<file path="src/design/core_settings.svh">
`ifndef CORE_SETTINGS_SVH
`define CORE_SETTINGS_SVH

// architectural register file, register 0 reads zero
`define ARF_N_ENTRIES 8
`define ARF_IDX_WIDTH 3
`define REG_DATA_WIDTH 16

// rob id width, 2**width tags in flight
`define ROB_ID_WIDTH 3

// integer issue queue entries
`define IIQ_DEPTH 4

// register loaded with init_sp during clear
`define SP_INDEX 2

`endif

</file>
<file path="src/design/core_pkg.sv">
package core_pkg;

    // integer alu opcodes
    // addi takes the immediate in place of the second source
    typedef enum logic [2:0] {
        ALU_ADD,
        ALU_SUB,
        ALU_AND,
        ALU_OR,
        ALU_XOR,
        ALU_SLL,
        ALU_SLT,
        ALU_ADDI
    } alu_op_t;

    // init and run controller
    typedef enum logic [1:0] {
        CTRL_IDLE,
        CTRL_CLEAR,
        CTRL_RUN
    } ctrl_state_t;

endpackage

</file>
<file path="src/design/core.sv">
`timescale 1ns/1ps
`include "core_settings.svh"

module core (
    input  logic                                         clk,
    input  logic                                         rst_n,
    input  logic                                         init,
    input  logic [`REG_DATA_WIDTH-1:0]                   init_sp,
    input  logic                                         instr_valid,
    input  core_pkg::alu_op_t                            instr_op,
    input  logic [`ARF_IDX_WIDTH-1:0]                    instr_rd,
    input  logic [`ARF_IDX_WIDTH-1:0]                    instr_rs1,
    input  logic [`ARF_IDX_WIDTH-1:0]                    instr_rs2,
    input  logic [`REG_DATA_WIDTH-1:0]                   instr_imm,
    output logic                                         instr_ready,
    output logic                                         result_valid,
    output logic [`ROB_ID_WIDTH-1:0]                     result_rob_id,
    output logic [`REG_DATA_WIDTH-1:0]                   result_data,
    output logic                                         idle,
    output logic [`ARF_N_ENTRIES-1:0][`REG_DATA_WIDTH-1:0] arf_out
);

    // controller
    logic                       clear_active, run, in_flight_zero;
    logic [`ARF_IDX_WIDTH-1:0]  clear_index;
    // rob id allocation
    logic                       alloc, tag_full;
    logic [`ROB_ID_WIDTH-1:0]   next_rob_id;
    // dispatch to issue queue
    logic                       iiq_dispatch_valid, iiq_dispatch_ready;
    core_pkg::alu_op_t          iiq_dispatch_op;
    logic [`ROB_ID_WIDTH-1:0]   iiq_dispatch_rob_id, iiq_dispatch_src1_tag, iiq_dispatch_src2_tag;
    logic [`ARF_IDX_WIDTH-1:0]  iiq_dispatch_rd;
    logic [`REG_DATA_WIDTH-1:0] iiq_dispatch_imm, iiq_dispatch_src1_value, iiq_dispatch_src2_value;
    logic                       iiq_dispatch_src1_ready, iiq_dispatch_src2_ready;
    // issue to alu
    logic                       issue_valid;
    core_pkg::alu_op_t          issue_op;
    logic [`ROB_ID_WIDTH-1:0]   issue_rob_id;
    logic [`ARF_IDX_WIDTH-1:0]  issue_rd;
    logic [`REG_DATA_WIDTH-1:0] issue_imm, issue_src1, issue_src2;
    // alu broadcast to queue, dispatch and tag counter
    logic                       alu_broadcast_valid;
    logic [`ROB_ID_WIDTH-1:0]   alu_broadcast_rob_id;
    logic [`ARF_IDX_WIDTH-1:0]  alu_broadcast_rd;
    logic [`REG_DATA_WIDTH-1:0] alu_broadcast_data;

    core_ctrl i_core_ctrl (
        .clk(clk), .rst_n(rst_n), .init(init), .in_flight_zero(in_flight_zero),
        .clear_active(clear_active), .run(run), .idle(idle), .clear_index(clear_index)
    );

    tag_counter i_tag_counter (
        .clk(clk), .rst_n(rst_n), .run(run), .alloc(alloc),
        .release_en(alu_broadcast_valid), .next_rob_id(next_rob_id),
        .full(tag_full), .in_flight_zero(in_flight_zero)
    );

    dispatch_simple i_dispatch (
        .clk(clk), .rst_n(rst_n), .run(run),
        .clear_active(clear_active), .clear_index(clear_index), .init_sp(init_sp),
        .instr_valid(instr_valid), .instr_op(instr_op), .instr_rd(instr_rd),
        .instr_rs1(instr_rs1), .instr_rs2(instr_rs2), .instr_imm(instr_imm),
        .instr_ready(instr_ready),
        .tag_full(tag_full), .next_rob_id(next_rob_id), .alloc(alloc),
        .iiq_dispatch_ready(iiq_dispatch_ready), .iiq_dispatch_valid(iiq_dispatch_valid),
        .iiq_dispatch_op(iiq_dispatch_op), .iiq_dispatch_rob_id(iiq_dispatch_rob_id),
        .iiq_dispatch_rd(iiq_dispatch_rd), .iiq_dispatch_imm(iiq_dispatch_imm),
        .iiq_dispatch_src1_ready(iiq_dispatch_src1_ready),
        .iiq_dispatch_src1_value(iiq_dispatch_src1_value),
        .iiq_dispatch_src1_tag(iiq_dispatch_src1_tag),
        .iiq_dispatch_src2_ready(iiq_dispatch_src2_ready),
        .iiq_dispatch_src2_value(iiq_dispatch_src2_value),
        .iiq_dispatch_src2_tag(iiq_dispatch_src2_tag),
        .alu_broadcast_valid(alu_broadcast_valid), .alu_broadcast_rob_id(alu_broadcast_rob_id),
        .alu_broadcast_rd(alu_broadcast_rd), .alu_broadcast_data(alu_broadcast_data),
        .arf_out(arf_out)
    );

    integer_issue i_integer_issue (
        .clk(clk), .rst_n(rst_n),
        .dispatch_ready(iiq_dispatch_ready), .dispatch_valid(iiq_dispatch_valid),
        .dispatch_op(iiq_dispatch_op), .dispatch_rob_id(iiq_dispatch_rob_id),
        .dispatch_rd(iiq_dispatch_rd), .dispatch_imm(iiq_dispatch_imm),
        .dispatch_src1_ready(iiq_dispatch_src1_ready),
        .dispatch_src1_value(iiq_dispatch_src1_value),
        .dispatch_src1_tag(iiq_dispatch_src1_tag),
        .dispatch_src2_ready(iiq_dispatch_src2_ready),
        .dispatch_src2_value(iiq_dispatch_src2_value),
        .dispatch_src2_tag(iiq_dispatch_src2_tag),
        .alu_broadcast_valid(alu_broadcast_valid), .alu_broadcast_rob_id(alu_broadcast_rob_id),
        .alu_broadcast_data(alu_broadcast_data),
        .issue_valid(issue_valid), .issue_op(issue_op), .issue_rob_id(issue_rob_id),
        .issue_rd(issue_rd), .issue_imm(issue_imm),
        .issue_src1(issue_src1), .issue_src2(issue_src2)
    );

    // alu is always ready
    integer_execute i_integer_execute (
        .clk(clk), .rst_n(rst_n),
        .issue_valid(issue_valid), .issue_op(issue_op), .issue_rob_id(issue_rob_id),
        .issue_rd(issue_rd), .issue_imm(issue_imm),
        .issue_src1(issue_src1), .issue_src2(issue_src2),
        .alu_broadcast_valid(alu_broadcast_valid), .alu_broadcast_rob_id(alu_broadcast_rob_id),
        .alu_broadcast_rd(alu_broadcast_rd), .alu_broadcast_data(alu_broadcast_data)
    );

    // results leave the slice as the broadcast
    assign result_valid  = alu_broadcast_valid;
    assign result_rob_id = alu_broadcast_rob_id;
    assign result_data   = alu_broadcast_data;

endmodule

</file>
<file path="src/design/core_ctrl.sv">
`timescale 1ns/1ps
`include "core_settings.svh"

module core_ctrl (
    input  logic                      clk,
    input  logic                      rst_n,
    input  logic                      init,
    input  logic                      in_flight_zero,
    output logic                      clear_active,
    output logic                      run,
    output logic                      idle,
    output logic [`ARF_IDX_WIDTH-1:0] clear_index
);

    core_pkg::ctrl_state_t state;

    always_ff @(posedge clk) begin
        if (!rst_n) begin
            state       <= core_pkg::CTRL_IDLE;
            clear_index <= '0;
        end else if (init) begin
            // init restarts the walk from register 0
            state       <= core_pkg::CTRL_CLEAR;
            clear_index <= '0;
        end else if (state == core_pkg::CTRL_CLEAR) begin
            // one register per cycle
            clear_index <= clear_index + 1'b1;
            // last register written this cycle, index wraps back to 0
            if (clear_index == `ARF_IDX_WIDTH'(`ARF_N_ENTRIES - 1)) begin
                state <= core_pkg::CTRL_RUN;
            end
        end
    end

    assign clear_active = (state == core_pkg::CTRL_CLEAR);
    assign run          = (state == core_pkg::CTRL_RUN);
    // nothing between dispatch and broadcast
    assign idle         = run && in_flight_zero;

    // re-init only once the slice has drained
    a_init_drained: assert property (
        @(posedge clk) disable iff (!rst_n)
        (init && run) |-> in_flight_zero
    ) else $error("init while instructions in flight");

endmodule

</file>
<file path="src/design/dispatch_simple.sv">
`timescale 1ns/1ps
`include "core_settings.svh"

module dispatch_simple (
    input  logic                                         clk,
    input  logic                                         rst_n,
    input  logic                                         run,
    input  logic                                         clear_active,
    input  logic [`ARF_IDX_WIDTH-1:0]                    clear_index,
    input  logic [`REG_DATA_WIDTH-1:0]                   init_sp,
    input  logic                                         instr_valid,
    input  core_pkg::alu_op_t                            instr_op,
    input  logic [`ARF_IDX_WIDTH-1:0]                    instr_rd,
    input  logic [`ARF_IDX_WIDTH-1:0]                    instr_rs1,
    input  logic [`ARF_IDX_WIDTH-1:0]                    instr_rs2,
    input  logic [`REG_DATA_WIDTH-1:0]                   instr_imm,
    output logic                                         instr_ready,
    input  logic                                         tag_full,
    input  logic [`ROB_ID_WIDTH-1:0]                     next_rob_id,
    output logic                                         alloc,
    input  logic                                         iiq_dispatch_ready,
    output logic                                         iiq_dispatch_valid,
    output core_pkg::alu_op_t                            iiq_dispatch_op,
    output logic [`ROB_ID_WIDTH-1:0]                     iiq_dispatch_rob_id,
    output logic [`ARF_IDX_WIDTH-1:0]                    iiq_dispatch_rd,
    output logic [`REG_DATA_WIDTH-1:0]                   iiq_dispatch_imm,
    output logic                                         iiq_dispatch_src1_ready,
    output logic [`REG_DATA_WIDTH-1:0]                   iiq_dispatch_src1_value,
    output logic [`ROB_ID_WIDTH-1:0]                     iiq_dispatch_src1_tag,
    output logic                                         iiq_dispatch_src2_ready,
    output logic [`REG_DATA_WIDTH-1:0]                   iiq_dispatch_src2_value,
    output logic [`ROB_ID_WIDTH-1:0]                     iiq_dispatch_src2_tag,
    input  logic                                         alu_broadcast_valid,
    input  logic [`ROB_ID_WIDTH-1:0]                     alu_broadcast_rob_id,
    input  logic [`ARF_IDX_WIDTH-1:0]                    alu_broadcast_rd,
    input  logic [`REG_DATA_WIDTH-1:0]                   alu_broadcast_data,
    output logic [`ARF_N_ENTRIES-1:0][`REG_DATA_WIDTH-1:0] arf_out
);

    logic [`ARF_N_ENTRIES-1:0][`REG_DATA_WIDTH-1:0] arf;
    // scoreboard, newest producer per register
    logic [`ARF_N_ENTRIES-1:0] busy;
    logic [`ROB_ID_WIDTH-1:0]  tag [`ARF_N_ENTRIES];
    logic                      accept;
    logic                      wb_hit;

    // {ready, value} for one source
    function automatic logic [`REG_DATA_WIDTH:0] read_src(input logic [`ARF_IDX_WIDTH-1:0] rs);
        if (rs == '0)
            return '1 << `REG_DATA_WIDTH;
        if (!busy[rs])
            return {1'b1, arf[rs]};
        // producer on the broadcast this cycle
        if (alu_broadcast_valid && alu_broadcast_rob_id == tag[rs])
            return {1'b1, alu_broadcast_data};
        return {1'b0, arf[rs]};
    endfunction

    assign instr_ready = run && !tag_full && iiq_dispatch_ready;
    assign accept      = instr_valid && instr_ready;
    assign alloc       = accept;
    // stale broadcasts leave a newer producer's register alone
    assign wb_hit = alu_broadcast_valid && busy[alu_broadcast_rd]
                    && (tag[alu_broadcast_rd] == alu_broadcast_rob_id);

    always_comb begin
        iiq_dispatch_valid  = accept;
        iiq_dispatch_op     = instr_op;
        iiq_dispatch_rob_id = next_rob_id;
        iiq_dispatch_rd     = instr_rd;
        iiq_dispatch_imm    = instr_imm;
        {iiq_dispatch_src1_ready, iiq_dispatch_src1_value} = read_src(instr_rs1);
        {iiq_dispatch_src2_ready, iiq_dispatch_src2_value} = read_src(instr_rs2);
        iiq_dispatch_src1_tag = tag[instr_rs1];
        iiq_dispatch_src2_tag = tag[instr_rs2];
        // addi never waits on rs2
        if (instr_op == core_pkg::ALU_ADDI)
            iiq_dispatch_src2_ready = 1'b1;
    end

    always_ff @(posedge clk) begin
        if (!rst_n || clear_active) begin
            busy <= '0;
        end else begin
            if (wb_hit)
                busy[alu_broadcast_rd] <= 1'b0;
            // new producer wins over a same-cycle writeback
            if (accept && instr_rd != '0)
                busy[instr_rd] <= 1'b1;
        end
    end

    always_ff @(posedge clk) begin
        if (clear_active)
            arf[clear_index] <= (clear_index == `ARF_IDX_WIDTH'(`SP_INDEX)) ? init_sp : '0;
        else if (wb_hit)
            arf[alu_broadcast_rd] <= alu_broadcast_data;
        if (accept)
            tag[instr_rd] <= next_rob_id;
    end

    assign arf_out = arf;

endmodule

</file>
<file path="src/design/integer_execute.sv">
`timescale 1ns/1ps
`include "core_settings.svh"

module integer_execute (
    input  logic                       clk,
    input  logic                       rst_n,
    input  logic                       issue_valid,
    input  core_pkg::alu_op_t          issue_op,
    input  logic [`ROB_ID_WIDTH-1:0]   issue_rob_id,
    input  logic [`ARF_IDX_WIDTH-1:0]  issue_rd,
    input  logic [`REG_DATA_WIDTH-1:0] issue_imm,
    input  logic [`REG_DATA_WIDTH-1:0] issue_src1,
    input  logic [`REG_DATA_WIDTH-1:0] issue_src2,
    output logic                       alu_broadcast_valid,
    output logic [`ROB_ID_WIDTH-1:0]   alu_broadcast_rob_id,
    output logic [`ARF_IDX_WIDTH-1:0]  alu_broadcast_rd,
    output logic [`REG_DATA_WIDTH-1:0] alu_broadcast_data
);

    localparam int SHAMT_W = $clog2(`REG_DATA_WIDTH);

    logic [`REG_DATA_WIDTH-1:0] opb;
    logic [`REG_DATA_WIDTH-1:0] result;

    always_comb begin
        // immediate replaces rs2 for addi
        opb = (issue_op == core_pkg::ALU_ADDI) ? issue_imm : issue_src2;
        case (issue_op)
            core_pkg::ALU_ADD, core_pkg::ALU_ADDI: result = issue_src1 + opb;
            core_pkg::ALU_SUB: result = issue_src1 - opb;
            core_pkg::ALU_AND: result = issue_src1 & opb;
            core_pkg::ALU_OR:  result = issue_src1 | opb;
            core_pkg::ALU_XOR: result = issue_src1 ^ opb;
            // low bits only as shift amount
            core_pkg::ALU_SLL: result = issue_src1 << opb[SHAMT_W-1:0];
            core_pkg::ALU_SLT: result = `REG_DATA_WIDTH'($signed(issue_src1) < $signed(opb));
            default:           result = '0;
        endcase
    end

    // broadcast one cycle after issue
    always_ff @(posedge clk) begin
        if (!rst_n)
            alu_broadcast_valid <= 1'b0;
        else
            alu_broadcast_valid <= issue_valid;
        alu_broadcast_rob_id <= issue_rob_id;
        alu_broadcast_rd     <= issue_rd;
        alu_broadcast_data   <= result;
    end

endmodule

</file>
<file path="src/design/integer_issue.sv">
`timescale 1ns/1ps
`include "core_settings.svh"

module integer_issue (
    input  logic                       clk,
    input  logic                       rst_n,
    output logic                       dispatch_ready,
    input  logic                       dispatch_valid,
    input  core_pkg::alu_op_t          dispatch_op,
    input  logic [`ROB_ID_WIDTH-1:0]   dispatch_rob_id,
    input  logic [`ARF_IDX_WIDTH-1:0]  dispatch_rd,
    input  logic [`REG_DATA_WIDTH-1:0] dispatch_imm,
    input  logic                       dispatch_src1_ready,
    input  logic [`REG_DATA_WIDTH-1:0] dispatch_src1_value,
    input  logic [`ROB_ID_WIDTH-1:0]   dispatch_src1_tag,
    input  logic                       dispatch_src2_ready,
    input  logic [`REG_DATA_WIDTH-1:0] dispatch_src2_value,
    input  logic [`ROB_ID_WIDTH-1:0]   dispatch_src2_tag,
    input  logic                       alu_broadcast_valid,
    input  logic [`ROB_ID_WIDTH-1:0]   alu_broadcast_rob_id,
    input  logic [`REG_DATA_WIDTH-1:0] alu_broadcast_data,
    output logic                       issue_valid,
    output core_pkg::alu_op_t          issue_op,
    output logic [`ROB_ID_WIDTH-1:0]   issue_rob_id,
    output logic [`ARF_IDX_WIDTH-1:0]  issue_rd,
    output logic [`REG_DATA_WIDTH-1:0] issue_imm,
    output logic [`REG_DATA_WIDTH-1:0] issue_src1,
    output logic [`REG_DATA_WIDTH-1:0] issue_src2
);

    localparam int IDX_W = $clog2(`IIQ_DEPTH);
    // wide enough that ages never alias while an entry waits
    localparam int SEQ_W = IDX_W + 2;

    logic [`IIQ_DEPTH-1:0]      valid, rdy1, rdy2, hit1, hit2, can_issue;
    core_pkg::alu_op_t          op     [`IIQ_DEPTH];
    logic [`ROB_ID_WIDTH-1:0]   rob_id [`IIQ_DEPTH];
    logic [`ROB_ID_WIDTH-1:0]   tag1   [`IIQ_DEPTH];
    logic [`ROB_ID_WIDTH-1:0]   tag2   [`IIQ_DEPTH];
    logic [`ARF_IDX_WIDTH-1:0]  rd     [`IIQ_DEPTH];
    logic [`REG_DATA_WIDTH-1:0] imm    [`IIQ_DEPTH];
    logic [`REG_DATA_WIDTH-1:0] val1   [`IIQ_DEPTH];
    logic [`REG_DATA_WIDTH-1:0] val2   [`IIQ_DEPTH];
    logic [SEQ_W-1:0]           seq    [`IIQ_DEPTH];
    logic [SEQ_W-1:0]           age    [`IIQ_DEPTH];
    logic [SEQ_W-1:0]           seq_cnt, best_age;
    logic [IDX_W-1:0]           sel, wr_sel;
    logic                       free_found;

    // wakeup match and age per entry
    always_comb begin
        for (int i = 0; i < `IIQ_DEPTH; i++) begin
            hit1[i] = alu_broadcast_valid && !rdy1[i] && (tag1[i] == alu_broadcast_rob_id);
            hit2[i] = alu_broadcast_valid && !rdy2[i] && (tag2[i] == alu_broadcast_rob_id);
            can_issue[i] = valid[i] && (rdy1[i] || hit1[i]) && (rdy2[i] || hit2[i]);
            age[i] = seq_cnt - seq[i];
        end
    end

    // oldest ready, then first free slot
    always_comb begin
        issue_valid = 1'b0;
        sel         = '0;
        best_age    = '0;
        free_found  = 1'b0;
        wr_sel      = '0;
        for (int i = 0; i < `IIQ_DEPTH; i++) begin
            if (can_issue[i] && (!issue_valid || age[i] > best_age)) begin
                issue_valid = 1'b1;
                sel         = IDX_W'(i);
                best_age    = age[i];
            end
        end
        for (int i = 0; i < `IIQ_DEPTH; i++) begin
            if (!valid[i] && !free_found) begin
                free_found = 1'b1;
                wr_sel     = IDX_W'(i);
            end
        end
        // no free slot, reuse the one issuing now
        if (!free_found)
            wr_sel = sel;
    end

    assign dispatch_ready = free_found || issue_valid;
    assign issue_op       = op[sel];
    assign issue_rob_id   = rob_id[sel];
    assign issue_rd       = rd[sel];
    assign issue_imm      = imm[sel];
    // bypass straight from the broadcast
    assign issue_src1     = rdy1[sel] ? val1[sel] : alu_broadcast_data;
    assign issue_src2     = rdy2[sel] ? val2[sel] : alu_broadcast_data;

    always_ff @(posedge clk) begin
        if (!rst_n) begin
            valid   <= '0;
            seq_cnt <= '0;
        end else begin
            for (int i = 0; i < `IIQ_DEPTH; i++) begin
                if (hit1[i]) begin
                    rdy1[i] <= 1'b1;
                    val1[i] <= alu_broadcast_data;
                end
                if (hit2[i]) begin
                    rdy2[i] <= 1'b1;
                    val2[i] <= alu_broadcast_data;
                end
            end
            if (issue_valid)
                valid[sel] <= 1'b0;
            // write after free so a reused slot stays valid
            if (dispatch_valid) begin
                valid[wr_sel]  <= 1'b1;
                op[wr_sel]     <= dispatch_op;
                rob_id[wr_sel] <= dispatch_rob_id;
                rd[wr_sel]     <= dispatch_rd;
                imm[wr_sel]    <= dispatch_imm;
                rdy1[wr_sel]   <= dispatch_src1_ready;
                val1[wr_sel]   <= dispatch_src1_value;
                tag1[wr_sel]   <= dispatch_src1_tag;
                rdy2[wr_sel]   <= dispatch_src2_ready;
                val2[wr_sel]   <= dispatch_src2_value;
                tag2[wr_sel]   <= dispatch_src2_tag;
                seq[wr_sel]    <= seq_cnt;
                seq_cnt        <= seq_cnt + 1'b1;
            end
        end
    end

    // dispatch lands in a free slot or in the one issuing now
    a_no_overwrite: assert property (
        @(posedge clk) disable iff (!rst_n)
        dispatch_valid |-> !valid[wr_sel] || (issue_valid && wr_sel == sel)
    ) else $error("dispatch overwrote an entry still waiting to issue");

endmodule

</file>
<file path="src/design/tag_counter.sv">
`timescale 1ns/1ps
`include "core_settings.svh"

module tag_counter (
    input  logic                     clk,
    input  logic                     rst_n,
    input  logic                     run,
    input  logic                     alloc,
    input  logic                     release_en,
    output logic [`ROB_ID_WIDTH-1:0] next_rob_id,
    output logic                     full,
    output logic                     in_flight_zero
);

    // one extra bit so a full set of tags is countable
    logic [`ROB_ID_WIDTH:0] count;

    always_ff @(posedge clk) begin
        if (!rst_n) begin
            next_rob_id <= '0;
            count       <= '0;
        end else begin
            // ids restart at 0 for each run
            if (!run) begin
                next_rob_id <= '0;
            end else if (alloc) begin
                next_rob_id <= next_rob_id + 1'b1;
            end
            // alloc and release together leave the count alone
            case ({alloc, release_en})
                2'b10:   count <= count + 1'b1;
                2'b01:   count <= count - 1'b1;
                default: count <= count;
            endcase
        end
    end

    // msb set only at the full tag count
    assign full           = count[`ROB_ID_WIDTH];
    assign in_flight_zero = (count == '0);

    a_no_alloc_full: assert property (
        @(posedge clk) disable iff (!rst_n) alloc |-> !full
    ) else $error("rob id allocated while all tags in flight");

    a_no_release_empty: assert property (
        @(posedge clk) disable iff (!rst_n) release_en |-> !in_flight_zero
    ) else $error("broadcast with no instruction in flight");

endmodule

</file>
<file path="config.mk">
export PLATFORM = sky130hd
export DESIGN_NAME = core
export DESIGN_NICKNAME = d
export VERILOG_FILES = /design/src/design/core_pkg.sv /design/src/design/core.sv /design/src/design/core_ctrl.sv /design/src/design/dispatch_simple.sv /design/src/design/integer_execute.sv /design/src/design/integer_issue.sv /design/src/design/tag_counter.sv
export VERILOG_INCLUDE_DIRS = /design/src /design/src/design
export SDC_FILE = /design/constraint.sdc
export NUM_CORES = 1
export LEC_CHECK = 0
export ABC_AREA = 1
export BUFFER_PORTS_ARGS = -buffer_cell sky130_fd_sc_hd__buf_2
export CAP_MARGIN = 40
export CORE_ASPECT_RATIO = 1.75
export CORE_MARGIN = 10
export CORE_UTILIZATION = 45
export CTS_BUF_LIST = sky130_fd_sc_hd__clkbuf_4 sky130_fd_sc_hd__clkbuf_8 sky130_fd_sc_hd__clkbuf_16
export DETAILED_ROUTE_END_ITERATION = 7
export PLACE_DENSITY = 0.72
export SYNTH_ARGS = -nofsm -noshare
export SYNTH_HDL_FRONTEND = slang
export SYNTH_HIERARCHICAL = 1
export SYNTH_SLANG_ARGS = --single-unit
</file>
<file path="constraint.sdc">
create_clock -name clk -period 24.2 [get_ports clk]
set_clock_uncertainty 0.05 [all_clocks]
set_input_delay 0 -clock clk [delete_from_list [all_inputs] [get_ports clk]]
set_output_delay 0 -clock clk [all_outputs]
set_load 0.03 [all_outputs]
</file>
==> results of run 1 <==
[worst register-to-register path, delay by kind of cell (launching register included)]
family,cells,cell delay [ns]
simple gates,32,4.03
buf+inv,10,1.92
flops,1,0.70
fa+ha+maj,5,1.51
compound gates,9,0.99
[per-stage QoR]
stage	area, um2	cells	total power [mW]
floorplan	29000	3542	1.06
global placement	30100	4372	1.12
detailed placement	30300	4382	1.12
CTS	32200	4504	1.86
global route	32200	4504	1.92
finish	32200	4504	1.86
[cells in the final DEF, fill, tap and decap left out, drive strengths merged, types with 52 or more instances in the layout]
cell type / count
nand2: 952
a21oi: 151
nor2: 279
ha: 76
nand3: 291
nand4: 172
clkbuf: 52
a221oi: 54
buf: 240
inv: 490
o21ai: 213
edfxtp: 428
[state kept, by name (all words and copies together), names as in the netlist, 4 cells and up]
signal / cells
i_dispatch/arf_out: 128
i_dispatch/busy: 8
i_dispatch/tag: 24
i_integer_execute/alu_broadcast_data: 16
i_integer_issue/imm: 64
i_integer_issue/op: 12
i_integer_issue/rd: 12
i_integer_issue/rdy1: 4
i_integer_issue/rdy2: 4
i_integer_issue/rob_id: 12
i_integer_issue/seq: 16
i_integer_issue/seq_cnt: 4
i_integer_issue/tag1: 12
i_integer_issue/tag2: 12
i_integer_issue/val1: 64
i_integer_issue/val2: 64
i_integer_issue/valid: 4
i_tag_counter/count: 4
[kinds of logic (layout without fill, tap and decap cells)]
family | Yosys count | in the layout | share of synthesized area (%)
and+or+nand+nor | 1736 | 1736 | 26.6
buffers and inverters | 704 | 854 | 10.6
AOI/OAI and AO/OA | 519 | 519 | 10.6
DFF | 479 | 479 | 47.8
adders and majority gates | 81 | 81 | 3.62
xor gates and xnor gates | 21 | 21 | 0.634
muxes | 2 | 2 | 0.0690
[power by group through the flow]
stage / sequential (mW) / clock [mW] / combinational (mW)
final: 0.915 / 0.744 / 0.202
after global routing: 0.915 / 0.785 / 0.221
after CTS: 0.915 / 0.753 / 0.197
after detailed placement: 0.933 / 0 / 0.190
after global placement: 0.933 / 0 / 0.187
after floorplan: 0.936 / 0 / 0.128
[routing by layer]
| layer | vias to the layer above | GRT usage, % | wire, um |
|---|---|---|---|
| li1 | 12200 | - | - |
| met1 | 12100 | 26.8 | 33900 |
| met2 | 1388 | 44.8 | 49200 |
| met3 | 339 | 4.16 | 7290 |
| met4 | 0 | 16.5 | 6940 |
| met5 | - | 0 | 0 |
[timing repair]
item / 4_1_cts / 5_1_grt
gates resized for setup: 0 / 0
endpoints found under the hold margin: 161 / 0
hold buffers: 42 / 0
[cell usage after synthesis (10+ instances only)]
master,instances
o22ai_1,25
o21ai_0,162
dfxtp_1,51
a221oi_1,54
nand3_1,277
buf_2,55
clkbuf_1,72
nor2_1,264
buf_6,19
nand4_1,171
a211oi_1,11
xor2_1,12
nand2_2,25
o21ai_1,39
inv_2,22
a21oi_1,150
a22oi_1,33
nor3_1,28
ha_1,76
o211ai_1,10
buf_4,55
edfxtp_1,428
o21ai_2,12
inv_1,464
nand2_1,922
[area by class of cell]
cell class | count | area [um2] | area share [%]
Sequential cell | 479 | 13900 | 43.1
Clock inverter | 28 | 339 | 1.05
Clock buffer | 52 | 1170 | 3.64
Tap cell | 812 | 1020 | 3.16
Multi-Input combinational cell | 2359 | 12100 | 37.6
Inverter | 492 | 1850 | 5.75
Timing Repair Buffer | 282 | 1840 | 5.73
[worst paths after layout]
path | start | endpoint | slack (ns) | cells past startpoint
max | i_integer_execute/alu_broadcast_rob_id[1] | i_integer_execute/alu_broadcast_data[14] | 14.84 | 56
min | instr_rs1[0] | i_integer_issue/tag1[0][1] | 0.09 | 6
max reg2reg | i_integer_execute/alu_broadcast_rob_id[1] | i_integer_execute/alu_broadcast_data[14] | 14.84 | 56
min reg2reg | i_dispatch/busy[4] | i_dispatch/busy[4] | 0.42 | 2
==> impl_metrics.yaml, run 1 <==
timing:
  setup_ws_ns: 14.84
  fin_hold_ws_ns: 0.0901
  max-slew-margin-rel_pct: 41.2
  setup_viol: 0
  drv_slew: 0
  setup_tns_ns: 0
  rsz0062_at_grt: "no"
  hold_viol: 0
  tightest_slew_ns: 0.882
  finalCritPeriodShare_pct: 38.7
  max_freq_ghz: 0.107
  fin_crit_ns: 9.36
global_route:
  antenna_found_initial: 0
  grt_overflow: 0
  grt_pass1_wl_mm: 148
  track_usage_pct: 25.2
  grt_pass1_vias: 25300
  grt_max_degree: 84
setup_path:
  critPathKind: "reg2reg"
  cpMostUsedCell: "nand2_1"
  worst_ep_required_time_ns: 24.61
  crit_fanout: 59
  worstPathArrival_ns: 9.77
  cpMaxStageDelayCell: "dfxtp_1"
  cp_top_family: "simple AND/OR/NAND/NOR gates"
  critical_path.max_stage_delay_ns: 0.70
  crit_path_end_kind: "register"
  startpoint_type: "register"
  path_buf_inv: 10
outcome:
  outcome: "complete, no violations"
power_and_ir_drop:
  p_sw_share_pct: 25.6
  power.internal_mw: 1.38
  p_switching_uw: 477
  leakagePower_nw: 14.1
  power.density_mw_per_mm2: 57.8
  seqPwrFrac_pct: 49.2
  clkPwrFrac_pct: 40.0
  ir_drop_uv: 72.2
  combinationalPowerShare_pct: 10.9
drt:
  drc: 0
  wl_mm: 97.3
  dr.pass1.iters: 7
  initialDrtViolationCount: 2664
  via_count: 26000
  postRouteAntennaNets: 0
  wl_per_cell_um: 21.6
  drt-vias-per-instance: 5.77
floorplanning:
  start_util_pct: 45.3
  dieArea_mm2: 0.0754
  die_h_um: 356
  core-area_mm2: 0.0640
  pin_count: 198
  rows: 123
  die_w_um: 212
placement:
  port_buffers: 197
  dp_hpwl_mm: 73.0
  place.gp.congestion: 1.01
  place_ws_ns: 14.91
clock_network:
  cts_max_level: 2
  cts_buffer_depth: 3
  postCtsSetupBuffers: 0
  cts-root-buf: "clkbuf_16"
  clock-sinks: 479
  numCtsBuffers: 43
  clkLatencyLatePin_ns: 0.60
  cts_tree: "done"
  path_clk_slew_ns: 0.07
logic_synthesis:
  synth_top_area_cell: "edfxtp_1"
  ys_ff_latch: 479
  synth.distinct_cells: 59
  syn_avg_cell_area_um2: 8.19
  synthCells: 3542
  yosysSeqAreaShare_pct: 47.8
  synth.area.top_cells: "edfxtp_1 44%, nand2_1 12%, inv_1 6.0%"
  yosysWarnings: 6
  synth_area_mm2: 0.0290
  synth_top_area_share_pct: 44.3
  synth_top_flop_cell: "edfxtp_1"
  synthArstFlopShare_pct: 0
  synth_nets: 3671
  synth-edff-count: 428
min_path:
  hold_path.class: "in2reg"
job:
  cap_violations: 0
cells_and_area:
  post-route-util_pct: 50.3
  antenna_cells: 0
  fin_nets: 3786
  drive_gt1_share_pct: 11.6
  n_fill_cell: 6093
  area_delta_synth_final_pct: 11.0
No activity file was read; power rests on OpenSTA's default activity.
==> inputs of run 2 (changes only) <==
ABC_AREA = 0   (was 1)
clock period = 8.85 ns   (was 24.2 ns; I/O delays follow)
==> run 2 against run 1 <==
Flip-flop and latch count did not move; total power grew to 2.8 times the previous value; synthesized cell count decreased by 34%; fmax up 11%; combinational power increased to 3.3 times the previous value; largest power group unchanged.
==> impl_metrics.yaml, run 2 <==
placement:
  place.gp.congestion: 1.02
  port_buffers: 197
  dp_hpwl_mm: 63.3
logic_synthesis:
  synth_top_area_share_pct: 46.5
  syn_avg_cell_area_um2: 11.9
  synth_top_flop_cell: "edfxtp_1"
  yosysWarnings: 6
  synth_area_mm2: 0.0277
  synth.area.top_cells: "edfxtp_1 46%, mux4_2 6.4%, mux2_2 4.2%"
  synth-edff-count: 428
  ys_ff_latch: 479
  synth.distinct_cells: 94
  synth_top_area_cell: "edfxtp_1"
  synth_nets: 2453
  synth_commonest_cells: "428 x edfxtp_1, 207 x nor2_1, 189 x nand2_1, 103 x mux2_2"
  yosysSeqAreaShare_pct: 50.1
  synth_most_common_cell: "edfxtp_1"
  synthCells: 2324
  synthArstFlopShare_pct: 0
setup_path:
  cpMostUsedCell: "ha_1"
  crit_path_end_kind: "register"
  critPathKind: "reg2reg"
  cpMaxStageDelayCell: "or4_4"
  critical_path.max_stage_delay_ns: 0.55
  startpoint_type: "register"
  worstPathArrival_ns: 8.88
  worst_ep_required_time_ns: 9.27
  crit_fanout: 8
timing:
  fin_crit_ns: 8.46
  setup_viol: 0
  setup_tns_ns: 0
  tightest_slew_ns: 0.900
  hold_viol: 0
  drv_slew: 0
  max-slew-margin-rel_pct: 40.0
  finalCritPeriodShare_pct: 95.6
  max_freq_ghz: 0.118
global_route:
  track_usage_pct: 22.9
  grt_max_degree: 50
  antenna_found_initial: 0
  grt_overflow: 0
  grt_pass1_wl_mm: 130
  grt_pass1_vias: 21200
floorplanning:
  pin_count: 198
  start_util_pct: 45.3
  rows: 120
  die_w_um: 207
  die_h_um: 348
  core-area_mm2: 0.0611
  dieArea_mm2: 0.0722
power_and_ir_drop:
  power.density_mw_per_mm2: 165
  leakagePower_nw: 12.1
  ir_drop_uv: 193
cells_and_area:
  fin_nets: 2641
  most-common-layout-cells: "428 x edfxtp_1, 206 x nor2_1, 198 x buf_2"
  post-route-util_pct: 51.8
  drive_gt1_share_pct: 25.4
  final_common_cell: "edfxtp_1"
  area_delta_synth_final_pct: 14.5
  largest_reg_flops: 128
  antenna_cells: 0
drt:
  drt-vias-per-instance: 6.12
  initialDrtViolationCount: 1918
  wl_mm: 86.2
  drc: 0
  wl_per_cell_um: 25.8
  dr.pass1.iters: 6
  postRouteAntennaNets: 0
  via_count: 20400
clock_network:
  cts-root-buf: "clkbuf_16"
  clock-sinks: 479
  numCtsBuffers: 43
  path_clk_slew_ns: 0.07
  cts_max_level: 2
  cts_buffer_depth: 3
  cts_tree: "done"
  clkLatencyLatePin_ns: 0.57
min_path:
  hold_path.class: "in2reg"
outcome:
  outcome: "complete, no violations"
job:
  cap_violations: 0
run 2: per-stage QoR:
stage	power (mW)	hold WS (ns)	instance area (um2)	worst slack (ns)	instances
after floorplan	3.03	0.0625	27700	0.0221	2324
after global placement	3.22	0.163	29400	0.131	3195
after detailed placement	3.24	0.169	29600	0.118	3211
after CTS	5.23	0.0284	31600	0.0566	3329
after global routing	5.38	0.0738	31700	-0.0442	3336
final	5.23	0.0523	31700	0.391	3336
run 2: final timing paths:
check | endpoint | from | slack [ns] | cells after the start
max | i_integer_execute/alu_broadcast_data[0] | i_integer_issue/seq_cnt[0] | 0.39 | 38
min | i_tag_counter/next_rob_id[0] | instr_valid | 0.05 | 5
max reg2reg | i_integer_execute/alu_broadcast_data[0] | i_integer_issue/seq_cnt[0] | 0.39 | 38
min reg2reg | i_integer_execute/alu_broadcast_rob_id[2] | i_integer_issue/rob_id[0][2] | 0.40 | 2
run 2: timing repair:
action / CTS / global route
setup buffers: 0 / 7
endpoints found under the setup margin: 0 / 9
endpoints found under the hold margin: 146 / 0
gates resized for setup: 0 / 23
hold buffers: 42 / 0
run 2: cell type report:
| type | count | area, um2 |
|---|---|---|
| Fill cell | 5141 | 29400 |
| Sequential cell | 479 | 13900 |
| Multi-Input combinational cell | 1546 | 12500 |
| Timing Repair Buffer | 350 | 2470 |
| Clock buffer | 57 | 1260 |
| Tap cell | 793 | 992 |
| Inverter | 92 | 350 |
| Clock inverter | 19 | 240 |
run 2: cells by family (layout without fill, tap and decap cells):
family | after synthesis | after routing | synth area share, %
simple gates | 582 | 582 | 9.60
buf+inv | 299 | 518 | 5.24
flops | 479 | 479 | 50.1
fa+ha+maj | 82 | 82 | 3.84
xor+xnor | 67 | 67 | 2.12
mux | 341 | 341 | 16.8
compound gates | 474 | 474 | 12.3
run 2: metal layers:
| metal | up-vias | part of all wire (%) | track usage (%) |
|---|---|---|---|
| met5 | - | 0 | 0 |
| met4 | 0 | 5.4 | 12.6 |
| met3 | 239 | 6.4 | 3.81 |
| met2 | 954 | 53 | 42.3 |
| met1 | 10100 | 35 | 24.4 |
| li1 | 9103 | - | - |
run 2: power by group:
part           switching (mW)  leakage (nW)  internal, mW
clock network           0.847         0.741          1.15
registers              0.0677          4.51          2.48
logic                   0.393          6.88         0.283
total                    1.31          12.1          3.92
run 2: worst max-delay path: cells and delay by family, from the launching register on:
family	cells	cell delay, ns
AO/OA/AOI/OAI	16	3.19
adder cells (fa/ha/maj)	6	1.77
AND/OR/NAND/NOR	8	1.69
multiplexers	3	0.75
buffers and inverters	4	0.41
flip-flops	1	0.32
XOR/XNOR	1	0.16
